<file path="src/ea_cfg_pkg.sv">
package ea_cfg_pkg;

	////////////////////////////////////////////////////////////////////////////
	// Datapath widths
	////////////////////////////////////////////////////////////////////////////

	// Address bus and 16-bit data word
	localparam int ADR_W = 16;
	// Register and index width
	localparam int BYTE_W = 8;

	////////////////////////////////////////////////////////////////////////////
	// Stack and reset values
	////////////////////////////////////////////////////////////////////////////

	// High byte of every stack access
	localparam logic [BYTE_W-1:0] STACK_PAGE = 8'h01;
	// SP value out of reset, stack grows down from top of page
	localparam logic [BYTE_W-1:0] SP_START = 8'hFF;
	// Jump target out of reset
	localparam logic [ADR_W-1:0] PC_START = 16'h0000;

	////////////////////////////////////////////////////////////////////////////
	// Write history and hazard wait
	////////////////////////////////////////////////////////////////////////////

	// Writes still in flight behind this stage
	localparam int HIST_DEPTH = 3;
	// Byte count per write, 0 marks an empty slot
	localparam int CNT_W = 2;
	// Bubble count width
	localparam int WAIT_W = 2;

endpackage

</file>
<file path="src/ea_isa_pkg.sv">
package ea_isa_pkg;

	////////////////////////////////////////////////////////////////////////////
	// Decoded control encodings
	////////////////////////////////////////////////////////////////////////////

	// Address mode
	// Direct is operand plus idx1
	// Indirect reads a pointer at operand plus idx1, then adds idx2
	// Stack takes the address from the SP unit
	typedef enum logic [1:0] {
		MODE_DIR   = 2'd0,
		MODE_INDIR = 2'd1,
		MODE_STACK = 2'd2
	} adr_mode_e;

	// Index register select, none adds zero
	typedef enum logic [1:0] {
		IDX_NONE = 2'd0,
		IDX_X    = 2'd1,
		IDX_Y    = 2'd2
	} idx_sel_e;

	// Stack operation, all accesses in the stack page
	typedef enum logic [2:0] {
		SOP_NONE    = 3'd0,
		SOP_PUSH    = 3'd1,
		SOP_PC_PUSH = 3'd2,
		SOP_POP     = 3'd3,
		SOP_PC_POP  = 3'd4,
		SOP_LOAD_X  = 3'd5
	} stack_op_e;

endpackage

</file>
<file path="src/ea_adr_calc.sv">
`timescale 1ns/1ns

module ea_adr_calc
	import ea_cfg_pkg::*;
	import ea_isa_pkg::*;
(
	input  adr_mode_e        mode_i,
	input  idx_sel_e         idx1_i,
	input  idx_sel_e         idx2_i,
	input  logic [BYTE_W-1:0] x_i,
	input  logic [BYTE_W-1:0] y_i,
	input  logic [ADR_W-1:0] operand_i,
	input  logic [ADR_W-1:0] mem_dat_i,
	input  logic [ADR_W-1:0] stack_adr_i,
	output logic [ADR_W-1:0] ptr_adr_o,
	output logic [ADR_W-1:0] eff_adr_o
);

	// Zero-extended index values
	logic [ADR_W-1:0] idx1_ext;
	logic [ADR_W-1:0] idx2_ext;
	// Pointer word plus second index
	logic [ADR_W-1:0] indir_sum;

	// Index mux shared by both offset adders
	function automatic logic [ADR_W-1:0] idx_value(
		input idx_sel_e          sel,
		input logic [BYTE_W-1:0] x,
		input logic [BYTE_W-1:0] y
	);
		logic [BYTE_W-1:0] val;
		case (sel)
			IDX_X:   val = x;
			IDX_Y:   val = y;
			default: val = '0;
		endcase
		// Index is unsigned, no sign extension
		return {{(ADR_W-BYTE_W){1'b0}}, val};
	endfunction

	assign idx1_ext = idx_value(idx1_i, x_i, y_i);
	assign idx2_ext = idx_value(idx2_i, x_i, y_i);

	// First offset
	// Direct address, or pointer location in indirect mode
	assign ptr_adr_o = operand_i + idx1_ext;

	// Pointer word comes back from memory in this same cycle
	assign indir_sum = mem_dat_i + idx2_ext;

	always_comb
	begin
		case (mode_i)
			MODE_INDIR: eff_adr_o = indir_sum;
			// Stack unit already resolved page and offset
			MODE_STACK: eff_adr_o = stack_adr_i;
			default:    eff_adr_o = ptr_adr_o;
		endcase
	end

endmodule

</file>
<file path="src/ea_stack_ptr.sv">
`timescale 1ns/1ns

module ea_stack_ptr
	import ea_cfg_pkg::*;
	import ea_isa_pkg::*;
(
	input  logic              clk_i,
	input  logic              rst_n_i,
	input  logic              issue_i,
	input  stack_op_e         stack_op_i,
	input  logic [BYTE_W-1:0] x_i,
	output logic [ADR_W-1:0]  stack_adr_o,
	output logic [ADR_W-1:0]  pop_adr_o,
	output logic [CNT_W-1:0]  push_cnt_o
);

	// Stack pointer, offset within the stack page
	logic [BYTE_W-1:0] sp_q;

	////////////////////////////////////////////////////////////////////////////
	// SP update, one edge after issue
	////////////////////////////////////////////////////////////////////////////

	always_ff @(posedge clk_i)
	begin
		if (!rst_n_i)
		begin
			sp_q <= SP_START;
		end
		else if (issue_i)
		begin
			case (stack_op_i)
				SOP_PUSH:    sp_q <= sp_q - 8'd1;
				SOP_PC_PUSH: sp_q <= sp_q - 8'd2;
				SOP_POP:     sp_q <= sp_q + 8'd1;
				SOP_PC_POP:  sp_q <= sp_q + 8'd2;
				SOP_LOAD_X:  sp_q <= x_i;
				default:     sp_q <= sp_q;
			endcase
		end
	end

	////////////////////////////////////////////////////////////////////////////
	// Access address and push size
	////////////////////////////////////////////////////////////////////////////

	// Pops read the slot above SP, both bytes for PC pop
	assign pop_adr_o = {STACK_PAGE, sp_q + 8'd1};

	always_comb
	begin
		case (stack_op_i)
			// Two-byte PC lands at SP-1 and SP
			SOP_PC_PUSH: stack_adr_o = {STACK_PAGE, sp_q - 8'd1};
			SOP_POP:     stack_adr_o = pop_adr_o;
			SOP_PC_POP:  stack_adr_o = pop_adr_o;
			default:     stack_adr_o = {STACK_PAGE, sp_q};
		endcase
	end

	// Bytes written by a push, zero for everything else
	assign push_cnt_o = (stack_op_i == SOP_PUSH)    ? CNT_W'(1) :
	                    (stack_op_i == SOP_PC_PUSH) ? CNT_W'(2) : '0;

	// SP only moves on an edge where the hazard unit granted issue
	a_sp_needs_issue: assert property (@(posedge clk_i) disable iff (!rst_n_i)
		($past(rst_n_i) && !$past(issue_i)) |-> $stable(sp_q));

endmodule

</file>
<file path="src/ea_wr_history.sv">
`timescale 1ns/1ns

module ea_wr_history
	import ea_cfg_pkg::*;
(
	input  logic             clk_i,
	input  logic             rst_n_i,
	input  logic             shift_i,
	input  logic             wr_vld_i,
	input  logic [ADR_W-1:0] wr_adr_i,
	input  logic [CNT_W-1:0] wr_cnt_i,
	output logic [ADR_W-1:0] slot_adr_o [HIST_DEPTH],
	output logic [CNT_W-1:0] slot_cnt_o [HIST_DEPTH]
);

	// Index 0 is the newest write
	logic [ADR_W-1:0] adr_q [HIST_DEPTH];
	logic [CNT_W-1:0] cnt_q [HIST_DEPTH];

	// Destination addresses, meaningless while the count is zero
	always_ff @(posedge clk_i)
	begin
		if (shift_i)
		begin
			adr_q[0] <= wr_adr_i;
			for (int k = 1; k < HIST_DEPTH; k++)
			begin
				adr_q[k] <= adr_q[k-1];
			end
		end
	end

	// Byte counts double as slot valid
	always_ff @(posedge clk_i)
	begin
		if (!rst_n_i)
		begin
			for (int k = 0; k < HIST_DEPTH; k++)
			begin
				cnt_q[k] <= '0;
			end
		end
		else if (shift_i)
		begin
			// Bubble or non-writing instruction shifts in an empty slot
			cnt_q[0] <= wr_vld_i ? wr_cnt_i : '0;
			for (int k = 1; k < HIST_DEPTH; k++)
			begin
				cnt_q[k] <= cnt_q[k-1];
			end
		end
	end

	assign slot_adr_o = adr_q;
	assign slot_cnt_o = cnt_q;

	// A recorded write must occupy its slot, or hazards on it go unseen
	a_wr_slot_filled: assert property (@(posedge clk_i) disable iff (!rst_n_i)
		(shift_i && wr_vld_i) |=> (cnt_q[0] != '0));

endmodule

</file>
<file path="src/ea_hazard.sv">
`timescale 1ns/1ns

module ea_hazard
	import ea_cfg_pkg::*;
(
	input  logic              clk_i,
	input  logic              rst_n_i,
	input  logic              hold_i,
	input  logic              valid_i,
	input  logic              indir_i,
	input  logic              rd_i,
	input  logic [ADR_W-1:0]  ptr_adr_i,
	input  logic [ADR_W-1:0]  eff_adr_i,
	input  logic [ADR_W-1:0]  slot_adr_i [HIST_DEPTH],
	input  logic [CNT_W-1:0]  slot_cnt_i [HIST_DEPTH],
	output logic [WAIT_W-1:0] wait_o,
	output logic              fwd_o,
	output logic              issue_o
);

	// Remaining bubbles after the detecting cycle
	logic [WAIT_W-1:0] cnt_q;
	// Worst wait over all slots, before gating
	logic [WAIT_W-1:0] hz_wait;
	// Wait that this instruction actually raises
	logic [WAIT_W-1:0] new_wait;
	// Data span hits the newest write
	logic              fwd_hit;

	// Two byte spans overlap modulo 64K so a wrap at 0xFFFF still counts
	function automatic logic span_hit(
		input logic [ADR_W-1:0] rd_adr,
		input logic [CNT_W-1:0] rd_cnt,
		input logic [ADR_W-1:0] wr_adr,
		input logic [CNT_W-1:0] wr_cnt
	);
		logic [ADR_W-1:0] d_rw;
		logic [ADR_W-1:0] d_wr;
		d_rw = rd_adr - wr_adr;
		d_wr = wr_adr - rd_adr;
		// Empty slot never hits
		return (wr_cnt != '0) &&
		       ((d_rw < {{(ADR_W-CNT_W){1'b0}}, wr_cnt}) ||
		        (d_wr < {{(ADR_W-CNT_W){1'b0}}, rd_cnt}));
	endfunction

	////////////////////////////////////////////////////////////////////////////
	// Overlap compares against each in-flight write
	////////////////////////////////////////////////////////////////////////////

	always_comb
	begin
		logic [WAIT_W-1:0] k_wait;
		hz_wait = '0;
		fwd_hit = 1'b0;
		k_wait  = '0;
		for (int k = 0; k < HIST_DEPTH; k++)
		begin
			// Older slots need fewer cycles until the write lands
			k_wait = WAIT_W'(HIST_DEPTH - k);
			// Two-byte pointer word
			if (indir_i && span_hit(ptr_adr_i, CNT_W'(2), slot_adr_i[k], slot_cnt_i[k]))
			begin
				if (k_wait > hz_wait)
					hz_wait = k_wait;
			end
			// Data byte at the final address
			if (rd_i && span_hit(eff_adr_i, CNT_W'(1), slot_adr_i[k], slot_cnt_i[k]))
			begin
				// Newest write is taken from the EX forward path
				if (k == 0)
					fwd_hit = 1'b1;
				else if (k_wait > hz_wait)
					hz_wait = k_wait;
			end
		end
	end

	// Fresh hazard only when the counter has drained
	assign new_wait = (valid_i && cnt_q == '0) ? hz_wait : '0;

	// Running count wins over a fresh hazard
	assign wait_o  = (cnt_q != '0) ? cnt_q : new_wait;
	assign fwd_o   = valid_i && fwd_hit;
	assign issue_o = rst_n_i && !hold_i && valid_i && (cnt_q == '0) && (hz_wait == '0);

	////////////////////////////////////////////////////////////////////////////
	// Wait counter
	////////////////////////////////////////////////////////////////////////////

	always_ff @(posedge clk_i)
	begin
		if (!rst_n_i)
		begin
			cnt_q <= '0;
		end
		else if (!hold_i)
		begin
			if (cnt_q != '0)
				cnt_q <= cnt_q - 1'b1;
			// Detecting cycle is the first bubble
			else if (new_wait != '0)
				cnt_q <= new_wait - 1'b1;
		end
	end

	// Upstream keeps the same instruction while a wait is shown
	a_hold_while_wait: assert property (@(posedge clk_i) disable iff (!rst_n_i)
		(valid_i && wait_o != '0) |=> (valid_i && $stable(ptr_adr_i)));

endmodule

</file>
<file path="src/ea_stage.sv">
`timescale 1ns/1ns

module ea_stage
	import ea_cfg_pkg::*;
	import ea_isa_pkg::*;
(
	input  logic              clk_i,
	input  logic              rst_n_i,
	input  logic              stall_i,
	input  logic              valid_i,
	input  adr_mode_e         mode_i,
	input  idx_sel_e          idx1_i,
	input  idx_sel_e          idx2_i,
	input  stack_op_e         stack_op_i,
	input  logic              wr_i,
	input  logic [CNT_W-1:0]  wr_cnt_i,
	input  logic              rd_i,
	input  logic              jmp_i,
	input  logic [BYTE_W-1:0] x_i,
	input  logic [BYTE_W-1:0] y_i,
	input  logic [ADR_W-1:0]  operand_i,
	input  logic [ADR_W-1:0]  pc_i,
	input  logic [ADR_W-1:0]  mem_dat_i,
	output logic [ADR_W-1:0]  mem_adr_o,
	output logic [WAIT_W-1:0] wait_o,
	output logic              valid_o,
	output logic [ADR_W-1:0]  eff_adr_o,
	output logic [ADR_W-1:0]  dat_o,
	output logic              wr_o,
	output logic [CNT_W-1:0]  wr_cnt_o,
	output logic              fwd_o,
	output logic              refill_o,
	output logic [ADR_W-1:0]  jmp_adr_o
);

	logic [ADR_W-1:0] ptr_adr;
	logic [ADR_W-1:0] eff_adr;
	logic [ADR_W-1:0] stack_adr;
	logic [ADR_W-1:0] pop_adr;
	logic [CNT_W-1:0] push_cnt;
	logic             issue;
	logic             hz_fwd;
	// Merged memory write, from wr_i or a push
	logic             st_wr;
	logic [CNT_W-1:0] st_cnt;
	logic [ADR_W-1:0] slot_adr [HIST_DEPTH];
	logic [CNT_W-1:0] slot_cnt [HIST_DEPTH];

	ea_adr_calc i_adr_calc (
		.mode_i      (mode_i),
		.idx1_i      (idx1_i),
		.idx2_i      (idx2_i),
		.x_i         (x_i),
		.y_i         (y_i),
		.operand_i   (operand_i),
		.mem_dat_i   (mem_dat_i),
		.stack_adr_i (stack_adr),
		.ptr_adr_o   (ptr_adr),
		.eff_adr_o   (eff_adr)
	);

	ea_stack_ptr i_stack_ptr (
		.clk_i       (clk_i),
		.rst_n_i     (rst_n_i),
		.issue_i     (issue),
		.stack_op_i  (stack_op_i),
		.x_i         (x_i),
		.stack_adr_o (stack_adr),
		.pop_adr_o   (pop_adr),
		.push_cnt_o  (push_cnt)
	);

	// Shifts every unstalled cycle so slot age tracks pipeline depth
	ea_wr_history i_wr_history (
		.clk_i      (clk_i),
		.rst_n_i    (rst_n_i),
		.shift_i    (!stall_i),
		.wr_vld_i   (issue && st_wr),
		.wr_adr_i   (eff_adr),
		.wr_cnt_i   (st_cnt),
		.slot_adr_o (slot_adr),
		.slot_cnt_o (slot_cnt)
	);

	ea_hazard i_hazard (
		.clk_i      (clk_i),
		.rst_n_i    (rst_n_i),
		.hold_i     (stall_i),
		.valid_i    (valid_i),
		.indir_i    (mode_i == MODE_INDIR),
		.rd_i       (rd_i),
		.ptr_adr_i  (ptr_adr),
		.eff_adr_i  (eff_adr),
		.slot_adr_i (slot_adr),
		.slot_cnt_i (slot_cnt),
		.wait_o     (wait_o),
		.fwd_o      (hz_fwd),
		.issue_o    (issue)
	);

	// Pop address on a stack read, else the pointer location
	assign mem_adr_o = (stack_op_i == SOP_POP || stack_op_i == SOP_PC_POP) ? pop_adr : ptr_adr;

	assign st_wr  = wr_i || (push_cnt != '0);
	assign st_cnt = (push_cnt != '0) ? push_cnt : wr_cnt_i;

	////////////////////////////////////////////////////////////////////////////
	// Stage output register
	////////////////////////////////////////////////////////////////////////////

	// Control flags, cleared on a bubble
	always_ff @(posedge clk_i)
	begin
		if (!rst_n_i)
		begin
			valid_o   <= 1'b0;
			wr_o      <= 1'b0;
			fwd_o     <= 1'b0;
			refill_o  <= 1'b0;
			jmp_adr_o <= PC_START;
		end
		else if (!stall_i)
		begin
			valid_o  <= issue;
			wr_o     <= issue && st_wr;
			fwd_o    <= issue && hz_fwd;
			refill_o <= issue && jmp_i;
			// Return address comes straight off the stack on PC pop
			if (issue)
				jmp_adr_o <= (stack_op_i == SOP_PC_POP) ? mem_dat_i : eff_adr;
		end
	end

	// Payload, qualified by valid_o
	always_ff @(posedge clk_i)
	begin
		if (!stall_i && issue)
		begin
			eff_adr_o <= eff_adr;
			wr_cnt_o  <= st_cnt;
			// Return address skips the two-byte call operand
			dat_o     <= (stack_op_i == SOP_PC_PUSH) ? pc_i + ADR_W'(2) : operand_i;
		end
	end

endmodule

</file>
<file path="config.mk">
export PLATFORM = sky130hd
export DESIGN_NAME = ea_stage
export DESIGN_NICKNAME = d
export VERILOG_FILES = /design/src/ea_cfg_pkg.sv /design/src/ea_isa_pkg.sv /design/src/ea_adr_calc.sv /design/src/ea_stack_ptr.sv /design/src/ea_wr_history.sv /design/src/ea_hazard.sv /design/src/ea_stage.sv
export SDC_FILE = /design/constraint.sdc
export NUM_CORES = 1
export LEC_CHECK = 0
export BUFFER_PORTS_ARGS = -buffer_cell sky130_fd_sc_hd__buf_2
export CAP_MARGIN = 20
export CELL_PAD_IN_SITES_DETAIL_PLACEMENT = 0
export CELL_PAD_IN_SITES_GLOBAL_PLACEMENT = 1
export CORE_AREA = 3 3 216 218
export CTS_BUF_LIST = sky130_fd_sc_hd__clkbuf_4 sky130_fd_sc_hd__clkbuf_8
export DETAILED_ROUTE_END_ITERATION = 7
export DIE_AREA = 0 0 219 221
export PLACE_DENSITY = 0.68
export SYNTH_ARGS = -nofsm -noshare
export SYNTH_HDL_FRONTEND = slang
export SYNTH_HIERARCHICAL = 1
export SYNTH_SLANG_ARGS = --single-unit
</file>
<file path="constraint.sdc">
create_clock -name clk_i -period 8.4 [get_ports clk_i]
set_clock_uncertainty 0.15 [all_clocks]
set_input_delay 0.84 -clock clk_i [delete_from_list [all_inputs] [get_ports clk_i]]
set_output_delay 0.84 -clock clk_i [all_outputs]
set_load 0.02 [all_outputs]
</file>
-- Yosys cells after proc, flatten, opt, wreduce, memory -nomap -nowiden
Cells that the tools add are included.
- add/sub/neg operators: 21
- $lt $le $gt $ge: 16
- equal/unequal tests: 11
- muxes and demuxes: 26
- bitwise operators: 1
- reduce and logical (&&, ||, !) cells: 45
- operators with widths (operator ; count):
    subtractor 16 bit ; 12
    less-than comparator 16 x 2 -> 1 bit ; 6
    less-than comparator 16 x 1 -> 1 bit (second input constant) ; 3
    less-than comparator 16 x 2 -> 1 bit (second input constant) ; 3
    2-to-1 mux 16 bit ; 3
    one-hot mux 8 bit (2 select lines) ; 3
    one-hot mux 8 bit (5 select lines) ; 1
    2-to-1 mux 2 bit ; 17
    adder 16 x 8 -> 16 bit ; 2
    one-hot mux 16 bit (2 select lines) ; 1
    logical AND 1 bit ; 22
    adder 16 x 2 -> 16 bit (second input constant) ; 1
    nonzero test 2 bit ; 7
    adder 8 x 1 -> 8 bit (second input constant) ; 1
    adder 8 x 2 -> 8 bit (second input constant) ; 1
    logical OR 1 bit ; 8
    subtractor 8 x 1 -> 8 bit (second input constant) ; 1
    subtractor 8 x 2 -> 8 bit (second input constant) ; 1
    == test 2 x 1 -> 1 bit (second input constant) ; 3
    == test 2 bit (second input constant) ; 3
    == test 3 x 2 -> 1 bit (second input constant) ; 2
    == test 3 bit (second input constant) ; 2
    AND reduction 2 bit ; 3
    nonzero test 5 bit ; 1
    other kinds (9) ; 13
- flip-flop bits (word level): 118
- bits of input ports: 82
- output and inout bits: 72
- logic and storage cells: 136

-- Longest topological paths before layout
Gate-level depths: netlist of run 1.
- depth in word-level cells: 25
- gate-level depth with buffers: 33
- gate-level depth less buffers: 29

-- Modules after synthesis
The synthesis of run 1 kept the hierarchy.
- by module, submodules not included (module ; instances ; cells an instance ; area an instance (sq um) ; sequential area each (sq um)):
    ea_hazard ; 1 ; 1492 ; 10256.1 ; 40.0
    ea_stage ; 1 ; 219 ; 2673.8 ; 1421.4
    ea_adr_calc ; 1 ; 232 ; 1685.4 ; 0.0
    ea_wr_history ; 1 ; 69 ; 1672.9 ; 1561.5
    ea_stack_ptr ; 1 ; 235 ; 1659.1 ; 160.2

-- Worst setup path after synthesis of run 1
Ideal clock, no wire load.
- kind: input -> register
- start: in idx1_i[0]
- end: reg dat_o[0], enable pin
- setup time: 412 ps
- data arrival time: 7075 ps
- required time: 7838 ps
- setup slack: 763 ps
- cell stages on the path: 30
- buffers on the path: 5
- path through: inv_1 -> ha_1 -> clkbuf_1 -> a22oi_1 -> nor2_1 -> ha_1 -> fa_1 -> a21o_1 -> a221oi_2 -> a22oi_4 -> xor2_1 -> nor2_1 -> nor2_1 -> inv_1 -> ha_1 -> buf_2 -> and4_1 -> clkbuf_1 -> nand2_1 -> o211ai_1 -> a31oi_2 -> o41ai_1 -> mux2i_1 -> a2111o_1 -> o32ai_1 -> nor2_1 -> and4b_1 -> nor2b_1 -> buf_2 -> clkbuf_1
- elaborated cells between the ends (all ways): 56
- those cells by class: add/sub (11); order compare (14); eq/ne (2); mux (11); reduce/logical (18)
- RTL lines (item ; RTL line ; RTL):
    start, declared ; ea_stage.sv:12 ; input idx_sel_e idx1_i,
    == test 2 bit / == test 2 x 1 -> 1 bit (equally long branches) ; ea_adr_calc.sv:32 ; case (sel)
    one-hot mux 8 bit (2 select lines) * ; ea_adr_calc.sv:32 ;
    adder 16 x 8 -> 16 bit * ; ea_adr_calc.sv:46 ; assign ptr_adr_o = operand_i + idx1_ext;
    net ptr_adr[8] ; ea_stage.sv:36 ; logic [ADR_W-1:0] ptr_adr;
    one-hot mux 16 bit (2 select lines) * ; ea_adr_calc.sv:53 ; case (mode_i)
    net eff_adr[8] ; ea_stage.sv:37 ; logic [ADR_W-1:0] eff_adr;
    subtractor 16 bit (on tied branches) ; ea_hazard.sv:39, ea_hazard.sv:40 ;
    less-than comparator 16 x 2 -> 1 bit / less-than comparator 16 x 1 -> 1 bit (equally long branches) ; ea_hazard.sv:43, ea_hazard.sv:44 ;
    [6 not listed] ; - ;
    2-to-1 mux 2 bit ; ea_hazard.sv:62 ; if (indir_i && span_hit(ptr_adr_i, CNT_W'(2), slot_adr_i[k], slot_cnt_i[k]))
    > comparator 1 x 2 -> 1 bit ; ea_hazard.sv:73 ; else if (k_wait > hz_wait)
    2-to-1 mux 2 bit ; ea_hazard.sv:73 ;
    2-to-1 mux 2 bit * ; ea_hazard.sv:68 ; if (rd_i && span_hit(eff_adr_i, CNT_W'(1), slot_adr_i[k], slot_cnt_i[k]))
    zero test 2 bit * ; ea_hazard.sv:85 ; assign issue_o = rst_n_i && !hold_i && valid_i && (cnt_q == '0) && (hz_wait == '0);
    logical AND 1 bit * ; ea_hazard.sv:85 ;
    net issue ; ea_stage.sv:41 ; logic issue;
    logical AND 1 bit * ; ea_stage.sv:137 ; if (!stall_i && issue)
    end signal, assigned ; ea_stage.sv:142 ; dat_o <= (stack_op_i == SOP_PC_PUSH) ? pc_i + ADR_W'(2) : operand_i;
    end, declared ; ea_stage.sv:28 ; output logic [ADR_W-1:0] dat_o,
The timed path passes the listed nets; every way through them passes the cells marked *.
A chain may end at the register's enable or synchronous reset.

-- Final worst setup path of run 1
- start: in idx1_i[0]
- end: out wait_o[0]
- longest elaborated chain between the ends: 23
- elaborated cells between the ends (all ways): 55
- those cells by class: add/sub (11); order compare (14); eq/ne (2); mux (13); reduce/logical (15)
- RTL lines (item ; RTL line ; RTL):
    == test 2 bit / == test 2 x 1 -> 1 bit (equally long branches) ; ea_adr_calc.sv:32 ;
    one-hot mux 8 bit (2 select lines) * ; ea_adr_calc.sv:32 ;
    adder 16 x 8 -> 16 bit * ; ea_adr_calc.sv:46 ;
    net ptr_adr[10] ; ea_stage.sv:36 ;
    subtractor 16 bit (on tied branches) ; ea_hazard.sv:39, ea_hazard.sv:40 ;
    less-than comparator 16 x 2 -> 1 bit (on tied branches) ; ea_hazard.sv:43, ea_hazard.sv:44 ;
    logical OR 1 bit ; ea_hazard.sv:43 ; ((d_rw < {{(ADR_W-CNT_W){1'b0}}, wr_cnt}) ||
    logical AND 1 bit ; ea_hazard.sv:42 ; return (wr_cnt != '0) &&
    [8 not listed] ; - ;
    > comparator 1 x 2 -> 1 bit ; ea_hazard.sv:64 ; if (k_wait > hz_wait)
    2-to-1 mux 2 bit ; ea_hazard.sv:64 ;
    2-to-1 mux 2 bit ; ea_hazard.sv:62 ;
    > comparator 1 x 2 -> 1 bit ; ea_hazard.sv:73 ;
    2-to-1 mux 2 bit ; ea_hazard.sv:73 ;
    2-to-1 mux 2 bit * ; ea_hazard.sv:68 ;
    2-to-1 mux 2 bit * ; ea_hazard.sv:80 ; assign new_wait = (valid_i && cnt_q == '0) ? hz_wait : '0;
    2-to-1 mux 2 bit * ; ea_hazard.sv:83 ; assign wait_o = (cnt_q != '0) ? cnt_q : new_wait;
    end, declared ; ea_stage.sv:25 ; output logic [WAIT_W-1:0] wait_o,
Marks and branches as above.

==> results.cfg, run 1 <==
[outcome]
status = finished, final reports clean

[cells_and_area]
syn2layout_area_growth_pct = 10.3
final_layout_size_suffix_gt1_share_pct = 14.7
final_cell_mix = 216 x ha_1, 176 x a21oi_1, 169 x nor2_1, 162 x inv_1, 154 x buf_2
multiInputGateArea_um2 = 13500
final_cells = 2980
register_area_um2 = 3180
fillCellCount = 4646
nets = 2676
final_common_cell = ha_1

[routing]
via_count = 18200
ant_nets = 0
viasPerCell = 6.11
finalWirelength_um = 75300
drt_pre_antenna_iters = 7
wire_per_inst_um = 25.3
drc_errors = 0
drt_iter0_markers = 1665

[cts]
cts_sinks = 118
cts.repair.resized = 1
cts_buffers = 17
cts_hold_buf = 0
clockBufferDepth = 2
htree_levels = 4
root_buffer = clkbuf_8
postCtsSetupRepairBufs = 0
clk_pin_slew_ns = 0.08
clkLatencyLatePin_ns = 0.49
cts_tree = done

[critical_path]
cp_cell_sequence = buf_2 > inv_1 > ha_1 > a22oi_1 > nor2_1 > ha_1 > fa_1 > a21o_1 > a221oi_2 > a22oi_4 > and3_4 > xor2_2 > inv_1 > ha_1 > nand2_1 > o21ai_0 > mux2i_1 > a311oi_1 > nor4b_1 > nand4_1 > o2111a_1 > or4_1 > o211ai_1 > buf_2
startpoint_type = input pin
cp-startpoint = idx1_i[0]
cp_slowest_stage_delay_ns = 0.70
endpoint_kind = output pin
r2r_cells = 24
cpLargestDelayFamily = compound AO/OA/AOI/OAI gates
path_max_fanout = 15
r2r-start = i_stack_ptr/sp_q[1]
cp.required_ns = 7.41
criticalPathCategory = input pin to output pin
cp.arrival_ns = 7.17
path_buf_inv = 4
critPathSlowestCell = ha_1
crit_cells = 24
crit_top_cell = ha_1

[sta]
slew_headroom_pct = 50.6
fin_setup_tns_ns = 0
rsz0062_at_grt = false
layout_worst_path_cycle_share_pct = 97.2
drv_slew = 0
period_minus_slack_ns = 8.16
setup_viol = 0
hold_viol_final = 0
fmax_mhz = 123
hold_ws_ns = 0.336
tightestPinTransition_ns = 0.736
setup_ws_ns = 0.237

[power_and_ir_drop]
leakage_nw = 8.50
peakVddDrop_uv = 79.3
powerDensity_nw_per_um2 = 181
power_mw = 3.58

[floorplan]
die_w_um = 219
dieArea_um2 = 48400
die_height_um = 221
io_pins = 154
placementRows = 78
coreArea_um2 = 45100
start_util_pct = 39.8

[placement]
io_buffers = 153
dp_cells = 2947
place_ws_ns = -0.126
hpwlAfterDp_um = 59200
place_congestion = 0.950

[global_routing]
grt_pass1_vias = 17605
antenna_found_initial = 1
grtUsageTotal_pct = 30.2
grt_max_degree = 41
grt_pass1_wl_um = 111000
overflow = 0

[synth]
syn_inst = 2247
synth_warnings = 6
syn_area_um2 = 17900
synth-edff-count = 82
synth_ff_type = edfxtp_1
synth-seq-cells = 118
synth-async-reset-ratio_pct = 0
avgSynthCellArea_um2 = 7.99
ys_seq_area_share_pct = 17.7
yosysUniqueCellTypes = 109

[hold_path]
hold_depth = 2
min_from = wr_o
hp-class = flip-flop to flip-flop

[run]
max-cap-violations = 0
==> registers in the layout (all words and copies together) (netlist names), 2 cells and up <==
signal	flops
i_stack_ptr/sp_q	8
dat_o	16
eff_adr_o	16
wr_cnt_o	2
i_wr_history/slot_cnt_o	6
i_wr_history/slot_adr_o	48
jmp_adr_o	16
i_hazard/cnt_q	2
==> report_power, final <==
group,internal (mW),switching (mW)
logic,0.843,1.44
registers,0.666,0.0601
clock network,0.278,0.295
==> layer usage <==
layer,part of all wire (%),wire [um],global-route usage [%]
met1,43,32700,40.5
met2,45,33700,48.2
met3,7.4,5570,5.20
met4,4.4,3300,12.3
met5,0.017,13,0
==> synthesized netlist by cell type (36+ instances only) <==
master / instances / area, um2
xnor2_1: 70 / 613
nor3_1: 59 / 295
a21o_1: 36 / 270
clkbuf_1: 73 / 274
nor2b_1: 48 / 300
dfxtp_1: 36 / 721
nor2_1: 169 / 634
o21ai_0: 109 / 546
mux2i_1: 47 / 470
edfxtp_1: 82 / 2460
ha_1: 216 / 2700
xor2_1: 56 / 490
a21oi_1: 176 / 881
nand2_1: 141 / 529
nand2b_1: 39 / 244
inv_1: 164 / 616
nand3_1: 62 / 310
==> worst paths after layout <==
check	endpoint	slack [ns]
setup / recovery	wait_o[0]	0.24
hold reg to reg	wr_o	0.34
hold / removal	wr_o	0.34
setup reg to reg	jmp_adr_o[3]	1.33
==> kinds of logic after synthesis <==
kind of cell,Yosys count,share of synthesized area (%)
compound gates,683,26.4
xor+xnor,128,6.33
fa+ha+maj,228,16.4
buf+inv,297,7.22
flops,118,17.7
mux,76,4.67
other cells,2,0.0418
simple gates,715,21.2
==> worst min-delay path: stages (launching register included) <==
cell and delay (ns):
dfxtp_1 0.32, nand2_1 0.05, a21boi_0 0.07
==> cell type report <==
| type | count | area share (%) |
|---|---|---|
| repair buffers | 219 | 6.49 |
| inverters | 164 | 3.11 |
| diodes | 1 | 0.0126 |
| clock buffers | 19 | 1.29 |
| well taps | 600 | 3.79 |
| clock inverters | 13 | 0.752 |
| flip-flops and latches | 118 | 16.1 |
| multi-input cells | 1846 | 68.5 |
==> metrics by stage <==
| step | util (%) | instance area, um2 |
|---|---|---|
| floorplan | - | 18000 |
| global placement | 42.9 | 19400 |
| detailed placement | 43.0 | 19400 |
| CTS | 43.9 | 19800 |
| global route | 43.9 | 19800 |
| finish | 43.9 | 19800 |
Note: power is estimated with default switching activity, not from simulation.
==> run 2, diff against run 1 <==
==> constraint.sdc (replaced) <==
create_clock -name clk_i -period 8.9 [get_ports clk_i]
set_clock_uncertainty 0.15 [all_clocks]
set_input_delay 0.89 -clock clk_i [delete_from_list [all_inputs] [get_ports clk_i]]
set_output_delay 0.89 -clock clk_i [all_outputs]
set_load 0.02 [all_outputs]
==> results.cfg, run 2 (synthesis gave the netlist of run 1 again) <==
[floorplan]
dieArea_um2 = 48400
coreArea_um2 = 45100
die_height_um = 221
die_w_um = 219
io_pins = 154
placementRows = 78
start_util_pct = 39.8

[outcome]
status = finished, final reports clean

[global_routing]
grt_pass1_vias = 17447
busiest_layer = met2
grt_max_degree = 50
antenna_found_initial = 3
use_met3_pct = 5.18
overflow = 0
use_met1_pct = 40.5
grtUsageTotal_pct = 30.1
grt_pass1_wl_um = 110000
met2_usage_pct = 47.2

[placement]
hpwlAfterDp_um = 58300
dp_cells = 2936
io_buffers = 153
place_congestion = 0.949
place_ws_ns = 0.579

[cells_and_area]
syn2layout_area_growth_pct = 9.67
final_cells = 2971
largest_register_ffs = 48
final_cell_mix = 216 x ha_1, 176 x a21oi_1, 169 x nor2_1, 163 x inv_1, 153 x buf_2
final_layout_size_suffix_gt1_share_pct = 14.1
nets = 2665
final_common_cell = ha_1

[sta]
rsz0062_at_grt = false
tightestPinTransition_ns = 0.762
layout_worst_path_cycle_share_pct = 96.0
fmax_mhz = 117
fin_setup_tns_ns = 0
slew_headroom_pct = 49.2
setup_ws_ns = 0.355
setup_viol = 0
period_minus_slack_ns = 8.55
hold_viol_final = 0
drv_slew = 0

[critical_path]
path_max_fanout = 9
startpoint_type = input pin
criticalPathCategory = input pin to output pin
cp.arrival_ns = 7.51
cp.required_ns = 7.86
endpoint_kind = output pin

[run]
max-cap-violations = 0

[cts]
clockBufferDepth = 2
postCtsSetupRepairBufs = 0
cts_tree = done
clkLatencyLatePin_ns = 0.52
cts.repair.resized = 0
cts_sinks = 118
htree_levels = 4
cts_hold_buf = 0
root_buffer = clkbuf_8
cts_buffers = 17
clk_pin_slew_ns = 0.09

[routing]
drt_iter0_markers = 1518
ant_nets = 0
finalWirelength_um = 75000
drc_errors = 0
drt_pre_antenna_iters = 6
via_count = 18175
wire_per_inst_um = 25.2
viasPerCell = 6.12

[power_and_ir_drop]
power_mw = 3.36
powerDensity_nw_per_um2 = 171
leakage_nw = 8.44
peakVddDrop_uv = 107

[hold_path]
hp-class = flip-flop to flip-flop
-- run 2: cell count changes in the layout (fill, tap and decap cells not counted), moves of 2 or more --
cell | previous run | this run
clkinv_4 | 4 | 2
buf_4 | 63 | 53
clkinv_2 | 1 | 3
diode_2 | 1 | 3
-- run 2: layer usage --
metal  vias up  wire [um]
met3       149       5010
li1       8487          -
met2       719      33500
met1      8816      32900
met4         4       3590
met5         -         21
-- run 2: worst max-delay path, stage by stage --
cell and delay [ns]:
buf_2 0.09, inv_1 0.04, ha_1 0.28, a22oi_1 0.24
nor2_1 0.06, ha_1 0.21, fa_1 0.41, a21o_1 0.20
a221oi_2 0.39, xnor2_1 0.38, inv_1 0.44, ha_1 0.59
nand2_1 0.18, o21a_1 0.21, a31oi_1 0.46, mux2i_1 0.26
nand4b_1 0.13, nor4b_1 0.52, nand4_1 0.20, o2111a_1 0.25
or4_1 0.54, o211ai_1 0.25, buf_2 0.26
-- run 2: final cells by class --
type,count,area (um2)
fill,4626,25400
clock buffer,17,234
clock inverter,15,154
multi-input combinational,1846,13500
sequential,118,3180
timing repair buffer,208,1200
tap,600,751
inverter,164,616
antenna,3,7.51
-- run 2: where the power goes --
| group | internal [mW] | switching (mW) |
|---|---|---|
| registers | 0.628 | 0.0529 |
| clock network | 0.249 | 0.279 |
| logic | 0.783 | 1.36 |
| total | 1.66 | 1.70 |
-- run 2: final timing paths --
kind | cells after the start | to | slack [ns] | start
max reg2reg | 23 | eff_adr_o[0] | 1.62 | i_stack_ptr/sp_q[1]
min | 2 | wr_o | 0.33 | wr_o
max | 23 | wait_o[0] | 0.35 | idx1_i[0]
min reg2reg | 2 | wr_o | 0.33 | wr_o
-- run 2: stage by stage --
step | instance area [um2] | util [%] | hold WS (ns)
floorplan | 18000 | - | 0.322
global placement | 19300 | 42.8 | 0.311
detailed placement | 19300 | 42.8 | 0.315
CTS | 19700 | 43.6 | 0.329
global route | 19700 | 43.6 | 0.356
finish | 19700 | 43.7 | 0.333
